<file path="src/common/rv_macros.svh">
`ifndef RV_MACROS_SVH
`define RV_MACROS_SVH

// data path and address width of the core
`define XLEN 32

// register index width, 32 architectural registers
`define REG_ADDR_W 5

// fetch address after reset
`define BASE_ADDR `XLEN'h8000_0000

`endif
</file>
<file path="src/common/rv_alu_pkg.sv">
package rv_alu_pkg;

    // beq compares through the xor path
    typedef enum logic [1:0] {
        ALU_NONE,
        ALU_ADD,
        ALU_XOR
    } alu_op_e;

endpackage

</file>
<file path="src/common/rv_isa_pkg.sv">
package rv_isa_pkg;

    // instructions the core executes, INST_NONE marks an undecoded word
    typedef enum logic [3:0] {
        INST_NONE,
        INST_AUIPC,
        INST_JAL,
        INST_JALR,
        INST_BEQ,
        INST_SW,
        INST_ADDI,
        INST_ADD,
        INST_EBREAK
    } inst_e;

    typedef enum logic [2:0] {
        FMT_NONE,
        FMT_R,
        FMT_I,
        FMT_S,
        FMT_B,
        FMT_U,
        FMT_J
    } fmt_e;

endpackage

</file>
<file path="src/hw/rv_core.sv">
`timescale 1ns/100ps
`include "rv_macros.svh"

module rv_core
(
    input  logic                   clk,
    input  logic                   rst_n,
    input  logic [`XLEN-1:0]       inst,
    output logic [`XLEN-1:0]       pc,
    output logic                   halted,
    output logic                   gpr_w_en,
    output logic [`REG_ADDR_W-1:0] rd,
    output logic [`XLEN-1:0]       rd_data,
    output logic                   mem_w_en,
    output logic [`XLEN-1:0]       mem_w_addr,
    output logic [`XLEN-1:0]       mem_w_data
);

    rv_isa_pkg::inst_e      inst_id;
    rv_isa_pkg::fmt_e       fmt;
    rv_alu_pkg::alu_op_e    alu_op;
    logic [`XLEN-1:0]       imm;
    logic [`XLEN-1:0]       src1;
    logic [`XLEN-1:0]       src2;
    logic [`XLEN-1:0]       alu_a;
    logic [`XLEN-1:0]       alu_b;
    logic [`XLEN-1:0]       alu_result;
    logic [`XLEN-1:0]       next_pc;
    logic [`REG_ADDR_W-1:0] rs1;
    logic [`REG_ADDR_W-1:0] rs2;
    logic                   pc_w_en;

    idu idu_inst
    (
        .inst    (inst),
        .inst_id (inst_id),
        .fmt     (fmt),
        .imm     (imm),
        .rs1     (rs1),
        .rs2     (rs2),
        .rd      (rd)
    );

    gpr_file gpr_file_inst
    (
        .clk      (clk),
        .rst_n    (rst_n),
        .rs1      (rs1),
        .rs2      (rs2),
        .rd       (rd),
        .rd_data  (rd_data),
        .gpr_w_en (gpr_w_en),
        .src1     (src1),
        .src2     (src2)
    );

    exu exu_inst
    (
        .inst_id    (inst_id),
        .fmt        (fmt),
        .imm        (imm),
        .pc         (pc),
        .src1       (src1),
        .src2       (src2),
        .alu_result (alu_result),
        .halted     (halted),
        .alu_a      (alu_a),
        .alu_b      (alu_b),
        .alu_op     (alu_op),
        .next_pc    (next_pc),
        .pc_w_en    (pc_w_en),
        .rd_data    (rd_data),
        .gpr_w_en   (gpr_w_en),
        .mem_w_en   (mem_w_en),
        .mem_w_addr (mem_w_addr),
        .mem_w_data (mem_w_data)
    );

    alu alu_inst
    (
        .alu_a      (alu_a),
        .alu_b      (alu_b),
        .alu_op     (alu_op),
        .alu_result (alu_result)
    );

    pc_reg pc_reg_inst
    (
        .clk     (clk),
        .rst_n   (rst_n),
        .next_pc (next_pc),
        .pc_w_en (pc_w_en),
        .inst_id (inst_id),
        .pc      (pc),
        .halted  (halted)
    );

endmodule

</file>
<file path="src/hw/pc_reg.sv">
`timescale 1ns/100ps
`include "rv_macros.svh"

module pc_reg
(
    input  logic                clk,
    input  logic                rst_n,
    input  logic [`XLEN-1:0]    next_pc,
    input  logic                pc_w_en,
    input  rv_isa_pkg::inst_e   inst_id,
    output logic [`XLEN-1:0]    pc,
    output logic                halted
);

    always_ff @(posedge clk)
    begin
        if (!rst_n)
        begin
            pc     <= `BASE_ADDR;
            halted <= 1'b0;
        end
        else
        begin
            if (pc_w_en && !halted)
                pc <= next_pc;
            if (inst_id == rv_isa_pkg::INST_EBREAK)
                halted <= 1'b1; // sticky until the next reset
        end
    end

    // exu masks the pc write enable once the core has halted
    pc_frozen_when_halted: assert property (
        @(posedge clk) disable iff (!rst_n)
        halted |-> !pc_w_en
    ) else $error("pc_reg: pc write requested while halted");

endmodule

</file>
<file path="src/core/exu.sv">
`timescale 1ns/100ps
`include "rv_macros.svh"

module exu
(
    input  rv_isa_pkg::inst_e    inst_id,
    input  rv_isa_pkg::fmt_e     fmt,
    input  logic [`XLEN-1:0]     imm,
    input  logic [`XLEN-1:0]     pc,
    input  logic [`XLEN-1:0]     src1,
    input  logic [`XLEN-1:0]     src2,
    input  logic [`XLEN-1:0]     alu_result,
    input  logic                 halted,
    output logic [`XLEN-1:0]     alu_a,
    output logic [`XLEN-1:0]     alu_b,
    output rv_alu_pkg::alu_op_e  alu_op,
    output logic [`XLEN-1:0]     next_pc,
    output logic                 pc_w_en,
    output logic [`XLEN-1:0]     rd_data,
    output logic                 gpr_w_en,
    output logic                 mem_w_en,
    output logic [`XLEN-1:0]     mem_w_addr,
    output logic [`XLEN-1:0]     mem_w_data
);

    logic [`XLEN-1:0] jump_base;
    logic [`XLEN-1:0] jump_offset;
    logic [`XLEN-1:0] jump_sum;
    logic             is_jalr;
    logic             is_ebreak;
    logic             is_store;
    logic             writes_rd;

    assign is_jalr   = inst_id == rv_isa_pkg::INST_JALR;
    assign is_ebreak = inst_id == rv_isa_pkg::INST_EBREAK;
    assign is_store  = fmt == rv_isa_pkg::FMT_S;

    always_comb
    begin
        alu_a  = '0;
        alu_b  = '0;
        alu_op = rv_alu_pkg::ALU_NONE;
        case (inst_id)
            rv_isa_pkg::INST_AUIPC:
            begin
                alu_a  = pc;
                alu_b  = imm;
                alu_op = rv_alu_pkg::ALU_ADD;
            end
            rv_isa_pkg::INST_JAL, rv_isa_pkg::INST_JALR:
            begin
                alu_a  = pc; // link address
                alu_b  = `XLEN'd4;
                alu_op = rv_alu_pkg::ALU_ADD;
            end
            rv_isa_pkg::INST_BEQ:
            begin
                alu_a  = src1;
                alu_b  = src2;
                alu_op = rv_alu_pkg::ALU_XOR;
            end
            rv_isa_pkg::INST_SW, rv_isa_pkg::INST_ADDI:
            begin
                alu_a  = src1;
                alu_b  = imm;
                alu_op = rv_alu_pkg::ALU_ADD;
            end
            rv_isa_pkg::INST_ADD:
            begin
                alu_a  = src1;
                alu_b  = src2;
                alu_op = rv_alu_pkg::ALU_ADD;
            end
            default: ;
        endcase
    end

    // kept apart from the operand mux since the beq decision reads alu_result
    always_comb
    begin
        jump_base   = is_jalr ? src1 : pc;
        jump_offset = `XLEN'd4;
        if (is_jalr || inst_id == rv_isa_pkg::INST_JAL)
            jump_offset = imm;
        else if (inst_id == rv_isa_pkg::INST_BEQ && alu_result == '0)
            jump_offset = imm; // operands equal, branch taken
    end

    assign jump_sum = jump_base + jump_offset;
    assign next_pc  = {jump_sum[`XLEN-1:1], jump_sum[0] & ~is_jalr};

    assign writes_rd = !is_ebreak && (fmt == rv_isa_pkg::FMT_R || fmt == rv_isa_pkg::FMT_I ||
                                      fmt == rv_isa_pkg::FMT_U || fmt == rv_isa_pkg::FMT_J);

    assign pc_w_en    = fmt != rv_isa_pkg::FMT_NONE && !is_ebreak && !halted;
    assign gpr_w_en   = writes_rd && !halted;
    assign rd_data    = writes_rd ? alu_result : '0;
    assign mem_w_en   = is_store && !halted;
    assign mem_w_addr = is_store ? alu_result : '0;
    assign mem_w_data = is_store ? src2 : '0;

    always_comb
    begin
        assert (!(mem_w_en && gpr_w_en))
            else $error("exu: store and register write in the same cycle");
        assert (!pc_w_en || next_pc[1:0] == 2'b00)
            else $error("exu: misaligned next pc %h", next_pc);
    end

endmodule

</file>
<file path="src/core/gpr_file.sv">
`timescale 1ns/100ps
`include "rv_macros.svh"

module gpr_file
(
    input  logic                   clk,
    input  logic                   rst_n,
    input  logic [`REG_ADDR_W-1:0] rs1,
    input  logic [`REG_ADDR_W-1:0] rs2,
    input  logic [`REG_ADDR_W-1:0] rd,
    input  logic [`XLEN-1:0]       rd_data,
    input  logic                   gpr_w_en,
    output logic [`XLEN-1:0]       src1,
    output logic [`XLEN-1:0]       src2
);

    // x0 has no storage
    logic [`XLEN-1:0] regs [1:(1 << `REG_ADDR_W)-1];

    always_ff @(posedge clk)
    begin
        if (!rst_n)
        begin
            for (int i = 1; i < (1 << `REG_ADDR_W); i++)
                regs[i] <= '0;
        end
        else if (gpr_w_en && rd != '0)
        begin
            regs[rd] <= rd_data;
        end
    end

    assign src1 = (rs1 == '0) ? '0 : regs[rs1];
    assign src2 = (rs2 == '0) ? '0 : regs[rs2];

endmodule

</file>
<file path="src/core/alu.sv">
`timescale 1ns/100ps
`include "rv_macros.svh"

module alu
(
    input  logic [`XLEN-1:0]     alu_a,
    input  logic [`XLEN-1:0]     alu_b,
    input  rv_alu_pkg::alu_op_e  alu_op,
    output logic [`XLEN-1:0]     alu_result
);

    always_comb
    begin
        case (alu_op)
            rv_alu_pkg::ALU_ADD: alu_result = alu_a + alu_b; // carry out is dropped
            rv_alu_pkg::ALU_XOR: alu_result = alu_a ^ alu_b;
            default:             alu_result = '0;
        endcase
    end

endmodule

</file>
<file path="src/core/idu.sv">
`timescale 1ns/100ps
`include "rv_macros.svh"

module idu
(
    input  logic [`XLEN-1:0]       inst,
    output rv_isa_pkg::inst_e      inst_id,
    output rv_isa_pkg::fmt_e       fmt,
    output logic [`XLEN-1:0]       imm,
    output logic [`REG_ADDR_W-1:0] rs1,
    output logic [`REG_ADDR_W-1:0] rs2,
    output logic [`REG_ADDR_W-1:0] rd
);

    logic [6:0] opcode;
    logic [2:0] funct3;
    logic [6:0] funct7;

    assign opcode = inst[6:0];
    assign funct3 = inst[14:12];
    assign funct7 = inst[31:25];

    assign rs1 = inst[19:15];
    assign rs2 = inst[24:20];
    assign rd  = inst[11:7];

    always_comb
    begin
        inst_id = rv_isa_pkg::INST_NONE;
        fmt     = rv_isa_pkg::FMT_NONE;
        if (inst == `XLEN'h0010_0073)
        begin
            inst_id = rv_isa_pkg::INST_EBREAK; // ebreak has no free fields
            fmt     = rv_isa_pkg::FMT_I;
        end
        else if (opcode == 7'b0010111)
        begin
            inst_id = rv_isa_pkg::INST_AUIPC;
            fmt     = rv_isa_pkg::FMT_U;
        end
        else if (opcode == 7'b1101111)
        begin
            inst_id = rv_isa_pkg::INST_JAL;
            fmt     = rv_isa_pkg::FMT_J;
        end
        else if (opcode == 7'b1100111 && funct3 == 3'b000)
        begin
            inst_id = rv_isa_pkg::INST_JALR;
            fmt     = rv_isa_pkg::FMT_I;
        end
        else if (opcode == 7'b1100011 && funct3 == 3'b000)
        begin
            inst_id = rv_isa_pkg::INST_BEQ;
            fmt     = rv_isa_pkg::FMT_B;
        end
        else if (opcode == 7'b0100011 && funct3 == 3'b010)
        begin
            inst_id = rv_isa_pkg::INST_SW;
            fmt     = rv_isa_pkg::FMT_S;
        end
        else if (opcode == 7'b0010011 && funct3 == 3'b000)
        begin
            inst_id = rv_isa_pkg::INST_ADDI;
            fmt     = rv_isa_pkg::FMT_I;
        end
        else if (opcode == 7'b0110011 && funct3 == 3'b000 && funct7 == 7'b0000000)
        begin
            inst_id = rv_isa_pkg::INST_ADD;
            fmt     = rv_isa_pkg::FMT_R;
        end
    end

    always_comb
    begin
        case (fmt)
            rv_isa_pkg::FMT_I: imm = {{(`XLEN-12){inst[31]}}, inst[31:20]};
            rv_isa_pkg::FMT_S: imm = {{(`XLEN-12){inst[31]}}, inst[31:25], inst[11:7]};
            rv_isa_pkg::FMT_B: imm = {{(`XLEN-12){inst[31]}}, inst[7], inst[30:25],
                                      inst[11:8], 1'b0};
            rv_isa_pkg::FMT_U: imm = {inst[31:12], 12'b0};
            rv_isa_pkg::FMT_J: imm = {{(`XLEN-20){inst[31]}}, inst[19:12], inst[20],
                                      inst[30:21], 1'b0};
            default:           imm = '0; // R format and undecoded words carry none
        endcase
    end

    always_comb
    begin
        assert (fmt != rv_isa_pkg::FMT_NONE || inst_id == rv_isa_pkg::INST_NONE)
            else $error("idu: format missing for a decoded instruction");
    end

endmodule

</file>
<file path="config.mk">
export PLATFORM = sky130hd
export DESIGN_NAME = rv_core
export DESIGN_NICKNAME = d
export VERILOG_FILES = /design/src/common/rv_alu_pkg.sv /design/src/common/rv_isa_pkg.sv /design/src/hw/rv_core.sv /design/src/hw/pc_reg.sv /design/src/core/exu.sv /design/src/core/gpr_file.sv /design/src/core/alu.sv /design/src/core/idu.sv
export VERILOG_INCLUDE_DIRS = /design/src /design/src/common
export SDC_FILE = /design/constraint.sdc
export NUM_CORES = 2
export LEC_CHECK = 0
export ABC_CLOCK_PERIOD_IN_PS = 21600
export BUFFER_PORTS_ARGS = -buffer_cell sky130_fd_sc_hd__buf_2
export CELL_PAD_IN_SITES_DETAIL_PLACEMENT = 0
export CELL_PAD_IN_SITES_GLOBAL_PLACEMENT = 1
export CORE_ASPECT_RATIO = 1.75
export CORE_MARGIN = 5
export CORE_UTILIZATION = 57
export CTS_BUF_LIST = sky130_fd_sc_hd__clkbuf_16
export CTS_CLUSTER_SIZE = 14
export DETAILED_ROUTE_END_ITERATION = 10
export HOLD_SLACK_MARGIN = 0.06
export PLACE_DENSITY = 0.94
export SYNTH_ARGS = -nofsm -noshare
export SYNTH_HDL_FRONTEND = slang
export SYNTH_SLANG_ARGS = --single-unit
</file>
<file path="constraint.sdc">
create_clock -name clk -period 21.6 [get_ports clk]
set_clock_uncertainty 0.1 [all_clocks]
set_input_delay 6.48 -clock clk [delete_from_list [all_inputs] [get_ports clk]]
set_output_delay 6.48 -clock clk [all_outputs]
set_load 0.02 [all_outputs]
</file>
* Yosys cells after proc, flatten, opt, wreduce, memory -nomap -nowiden
Memory sizes are Yosys's and may differ from the RTL's. Cells that the tools add are included.
Word-level totals: logic and storage cells 103, bits in registers 33, output and inout bits 136, RAM bits 992, memories 1
Memories:
- gpr_file_inst.regs | words 31, width 32, rd ports 2, clocked after memory_dff 0, write ports 31, line gpr_file.sv:18 | logic [`XLEN-1:0] regs [1:(1 << `REG_ADDR_W)-1];
Operators by class: equality and inequality tests 25, bitwise operators 3, $add $sub $neg 2, reduce and logical (&&, ||, !) cells 34, mux-type cells 36
Operators by type and width (number):
- $mux 32 | 9
- $pmux 32 s5 | 1
- $pmux 32 s2 | 2
- $pmux 32 s3 | 1
- $add 32x32->32 | 2
- $eq 32x21->1 const B | 1
- $logic_not 32->1 | 1
- $reduce_or 32->1 | 1
- $xor 32x32->32 | 1
- $mux 4 | 7
- $mux 3 | 8
- $eq 7x7->1 const B | 3
- $eq 4x3->1 const B | 4
- $eq 7x5->1 const B | 2
- $eq 7x6->1 const B | 2
- $logic_and 1x1->1 | 14
- $logic_not 5->1 | 2
- $eq 3x2->1 const B | 3
- $eq 3x3->1 const B | 3
- $eq 4x2->1 const B | 2
- $logic_not 7->1 | 1
- $mux 1 | 6
- $reduce_or 3->1 | 2
- $reduce_or 6->1 | 1
- other kinds (16) | 21

* Longest topological paths before layout
word-level depth 23, mapped depth 43, mapped depth without buffers 38

* Hierarchy
From an unflattened synthesis, not the netlist that was laid out.
Unflattened totals: cells, all modules 4665, area, all modules 62517.5 µm²
By module, submodules not included:
- gpr_file | area an instance 54214.5 µm², times used 1, cells each 3505
- exu | area an instance 3807.4 µm², times used 1, cells each 538
- alu | area an instance 2234.6 µm², times used 1, cells each 347
- pc_reg | area an instance 1367.6 µm², times used 1, cells each 143
- idu | area an instance 893.4 µm², times used 1, cells each 132

* Worst setup path before layout
OpenSTA, ideal clock, no wires.
path kind input to output, start in inst[20], end out rd_data[30], path buffers 6, stages on the path 22, required time 15.020 ns, slack 3.266 ns, arrival time 11.754 ns, cells stage by stage buf_2 > buf_2 > buf_2 > buf_1 > buf_2 > mux4_2 > mux4_2 > nor2b_1 > a21oi_1 > o22ai_1 > ha_1 > o21ai_1 > a211oi_2 > o211ai_1 > a31o_2 > o21ai_2 > a31oi_1 > or3_1 > and2_1 > nand2b_1 > clkbuf_1 > inv_1
Between the ends: cells in the longest elaborated chain, start to end 8, elaborated cells between the ends (all ways) 41, classes of those cells add/sub (1); eq/ne (17); mux (9); bitwise (1); reduce/logical (12); memory (1)
RTL lines:
- start: declaration | line rv_core.sv:8 | input logic [`XLEN-1:0] inst,
- $eq 32x21->1 | line idu.sv:31 | if (inst == `XLEN'h0010_0073)
- $mux 3 or $mux 4 (tied branches) | line idu.sv:31
- $eq 3x3->1, or another cell as far along | line exu.sv:93, idu.sv:75
- $pmux 32 s5, or another cell as far along | line idu.sv:75 | case (fmt)
- $pmux 32 s3, or another cell as far along | line exu.sv:43 | case (inst_id)
- $add 32x32->32, or another cell as far along | line alu.sv:15 | rv_alu_pkg::ALU_ADD: alu_result = alu_a + alu_b;
- $pmux 32 s2 or $logic_and 1x1->1 (tied branches) | line alu.sv:14, exu.sv:92
- $mux 32 * | line exu.sv:97 | assign rd_data = writes_rd ? alu_result : '0;
- end: declaration | line rv_core.sv:13 | output logic [`XLEN-1:0] rd_data,
Every way passes the cells marked *; elsewhere a longest branch is shown, timed or not.

* Worst setup path in the final report
start in inst[18], end out rd_data[31]
The elaborated chain is that of the path after synthesis.

==> results.toml <==
[placed_design]
post-place-ws_ns = 1.98
dp_cells = 5697
place_congestion = 1.05
place_hpwl_um = 134000
io_buffers = 169

[timing]
rsz0062_at_grt = "false"
timing.final.crit_period_ns = 20.06
slew_headroom_pct = 15.0
setup_viol = 0
finalSetupTns_ns = 0
hold-worst-slack_ns = 0.407
setup_slack_ns = 1.54
hold_viol = 0
max_freq_ghz = 0.0499
fin_crit_sh_pct = 92.9
tightest_slew_ns = 1.26
slew_violations = 0

[global_route]
antenna_found_initial = 8
grtUsageTotal_pct = 38.1
grt_pass1_vias = 45001
grt_pass1_wl_um = 304000
grt_max_degree = 122
grt-ovfl-total = 0

[clocking]
cts_htree_levels = 3
clkTransAtPathRegs_ns = 0.07
clk_latency_ns = 0.72
ctsRootBufferMaster = "clkbuf_16"
numCtsBuffers = 92
postCtsSetupBuffers = 0
cts_resized = 0
hold_buffers = 0
clock_path_buffers = 3
clkSinkCount = 1057
cts_tree = "done"

[synthesis]
synth_cells = 4448
synth-seq-area-share_pct = 52.8
synth_area_sq_um = 59500
ys_ff_latch = 1057
synth-edff-count = 1024
syn_area_per_cell_sq_um = 13.4
synthArstFlopShare_pct = 0
yosysUniqueCellTypes = 98
synth_warnings = 0
synth_flop_cell = "edfxtp_1"

[floorplanning]
die_x_um = 254
core_area_sq_um = 103000
die_area_sq_um = 111000
start_util_pct = 57.5
row_count = 156
fp.dieH_um = 437
ios = 170

[worst_setup_path]
path_max_fanout = 33
critPathLaunchType = "primary input"
end_kind = "output port"
cp.required_ns = 15.02
worstPathArrival_ns = 13.48
critical-path-max-stage-delay_ns = 0.63
crit_path_top_delay_cell = "nor2_1"
critPathKind = "in -> out"

[layout]
most-common-layout-cells = "nor2_1, edfxtp_1, mux4_2"
fillCellCount = 7350
final_common_cell = "nor2_1"
largest_reg_flops = 1024
syn_to_final_growth_pct = 8.35
drive_above_1_share_pct = 27.0
nNetsFinal = 4551
final_cells = 5844
fin_util_pct = 62.3

[routing]
met2_length_um = 99400
top_layer = "met5"
drcViolationCount = 0
drt-met1-wl_um = 58100
dr_wl_met3_um = 30700
ant_nets = 0
wl_um = 212000
wl_per_cell_um = 36.3
routed_via_density = 7.39
num_vias = 43185
drt_iter0_markers = 6343
firstDrtPassIters = 8

[hold_path]
min-delay-path-class = "reg -> reg"

[job]
drv_cap = 0

[pwr]
p_leak_nw = 22.1
p_per_area_nw_per_um2 = 67.4
ir_worst_vdd_mv = 0.0762

[status]
outcome = "complete, no violations"
-- worst max-delay path, delay by kind of cell --
family          cells  cell delay [ns]
buf+inv             5             1.31
compound gates      7             1.59
fa+ha+maj           2             0.81
simple gates       11             3.24
-- metrics by stage --
step	area, sq um	total power, mW
after global placement	61800	2.81
after floorplan	59600	2.67
after detailed placement	61800	2.83
final	64500	4.34
after global routing	64500	4.44
after CTS	64400	4.32
-- power breakdown --
group          total, mW  switching [mW]  internal, mW
clock               1.54           0.744         0.798
sequential          2.34          0.0359          2.31
combinational      0.458           0.262         0.196
total               4.34            1.04          3.30
-- synthesized netlist by cell type (11+ instances only) --
cell / instances / share of area [%]
or3_1: 18 / 0.19
xnor2_1: 16 / 0.24
o21a_1: 21 / 0.26
a22oi_1: 13 / 0.16
nor3_1: 27 / 0.23
o22ai_1: 23 / 0.24
inv_1: 66 / 0.42
buf_1: 72 / 0.45
a22o_1: 37 / 0.54
ha_1: 66 / 1.4
nand3_1: 33 / 0.28
nand2_1: 163 / 1.0
nor2b_1: 47 / 0.49
xor2_1: 11 / 0.16
nand2b_1: 30 / 0.32
mux4_2: 624 / 24
o2bb2ai_1: 12 / 0.18
buf_2: 53 / 0.45
and2_1: 11 / 0.12
clkbuf_1: 308 / 1.9
nor2_1: 1192 / 7.5
o21ai_0: 57 / 0.48
edfxtp_1: 1024 / 52
dfxtp_1: 33 / 1.1
mux2_2: 42 / 0.79
a21oi_1: 141 / 1.2
o211ai_1: 15 / 0.19
a21o_1: 24 / 0.30
nand4_1: 16 / 0.17
a211oi_1: 17 / 0.21
mux2i_1: 53 / 0.89
-- cell families after synthesis --
logic type      count (synthesis)  synth area share [%]
fa+ha+maj                      68                  1.46
compound gates                454                  5.19
simple gates                 1612                  11.4
mux                           719                  25.3
flops                        1057                  52.8
xor+xnor                       27                 0.397
buf+inv                       510                  3.40
other cells                     1               0.00630
-- layer usage --
layer / GRT usage, % / vias to the layer above
met5: 0 / -
met4: 31.1 / 8
met3: 11.2 / 1268
met2: 60.3 / 4092
met1: 42.7 / 20942
li1: - / 16875
-- path summary, 6_finish.rpt --
kind | startpoint | endpoint | slack (ns) | cells past startpoint
min | pc_reg_inst.pc[25] | pc_reg_inst.pc[25] | 0.41 | 2
max | inst[18] | rd_data[31] | 1.54 | 25
max reg2reg | gpr_file_inst.regs[2][15] | pc_reg_inst.pc[31] | 9.99 | 30
min reg2reg | pc_reg_inst.pc[25] | pc_reg_inst.pc[25] | 0.41 | 2
-- area by class of cell --
cell class / instances / area [sq um] / share of cell area (%)
multi-input combinational: 2912 / 26400 / 40.9
clock inverter: 49 / 245 / 0.380
antenna: 2 / 5.00 / 0.00776
inverter: 67 / 251 / 0.390
clock buffer: 95 / 2380 / 3.69
sequential: 1057 / 31400 / 48.7
timing repair buffer: 319 / 2090 / 3.25
tap: 1343 / 1680 / 2.61
No activity file was read; power rests on OpenSTA's default activity.
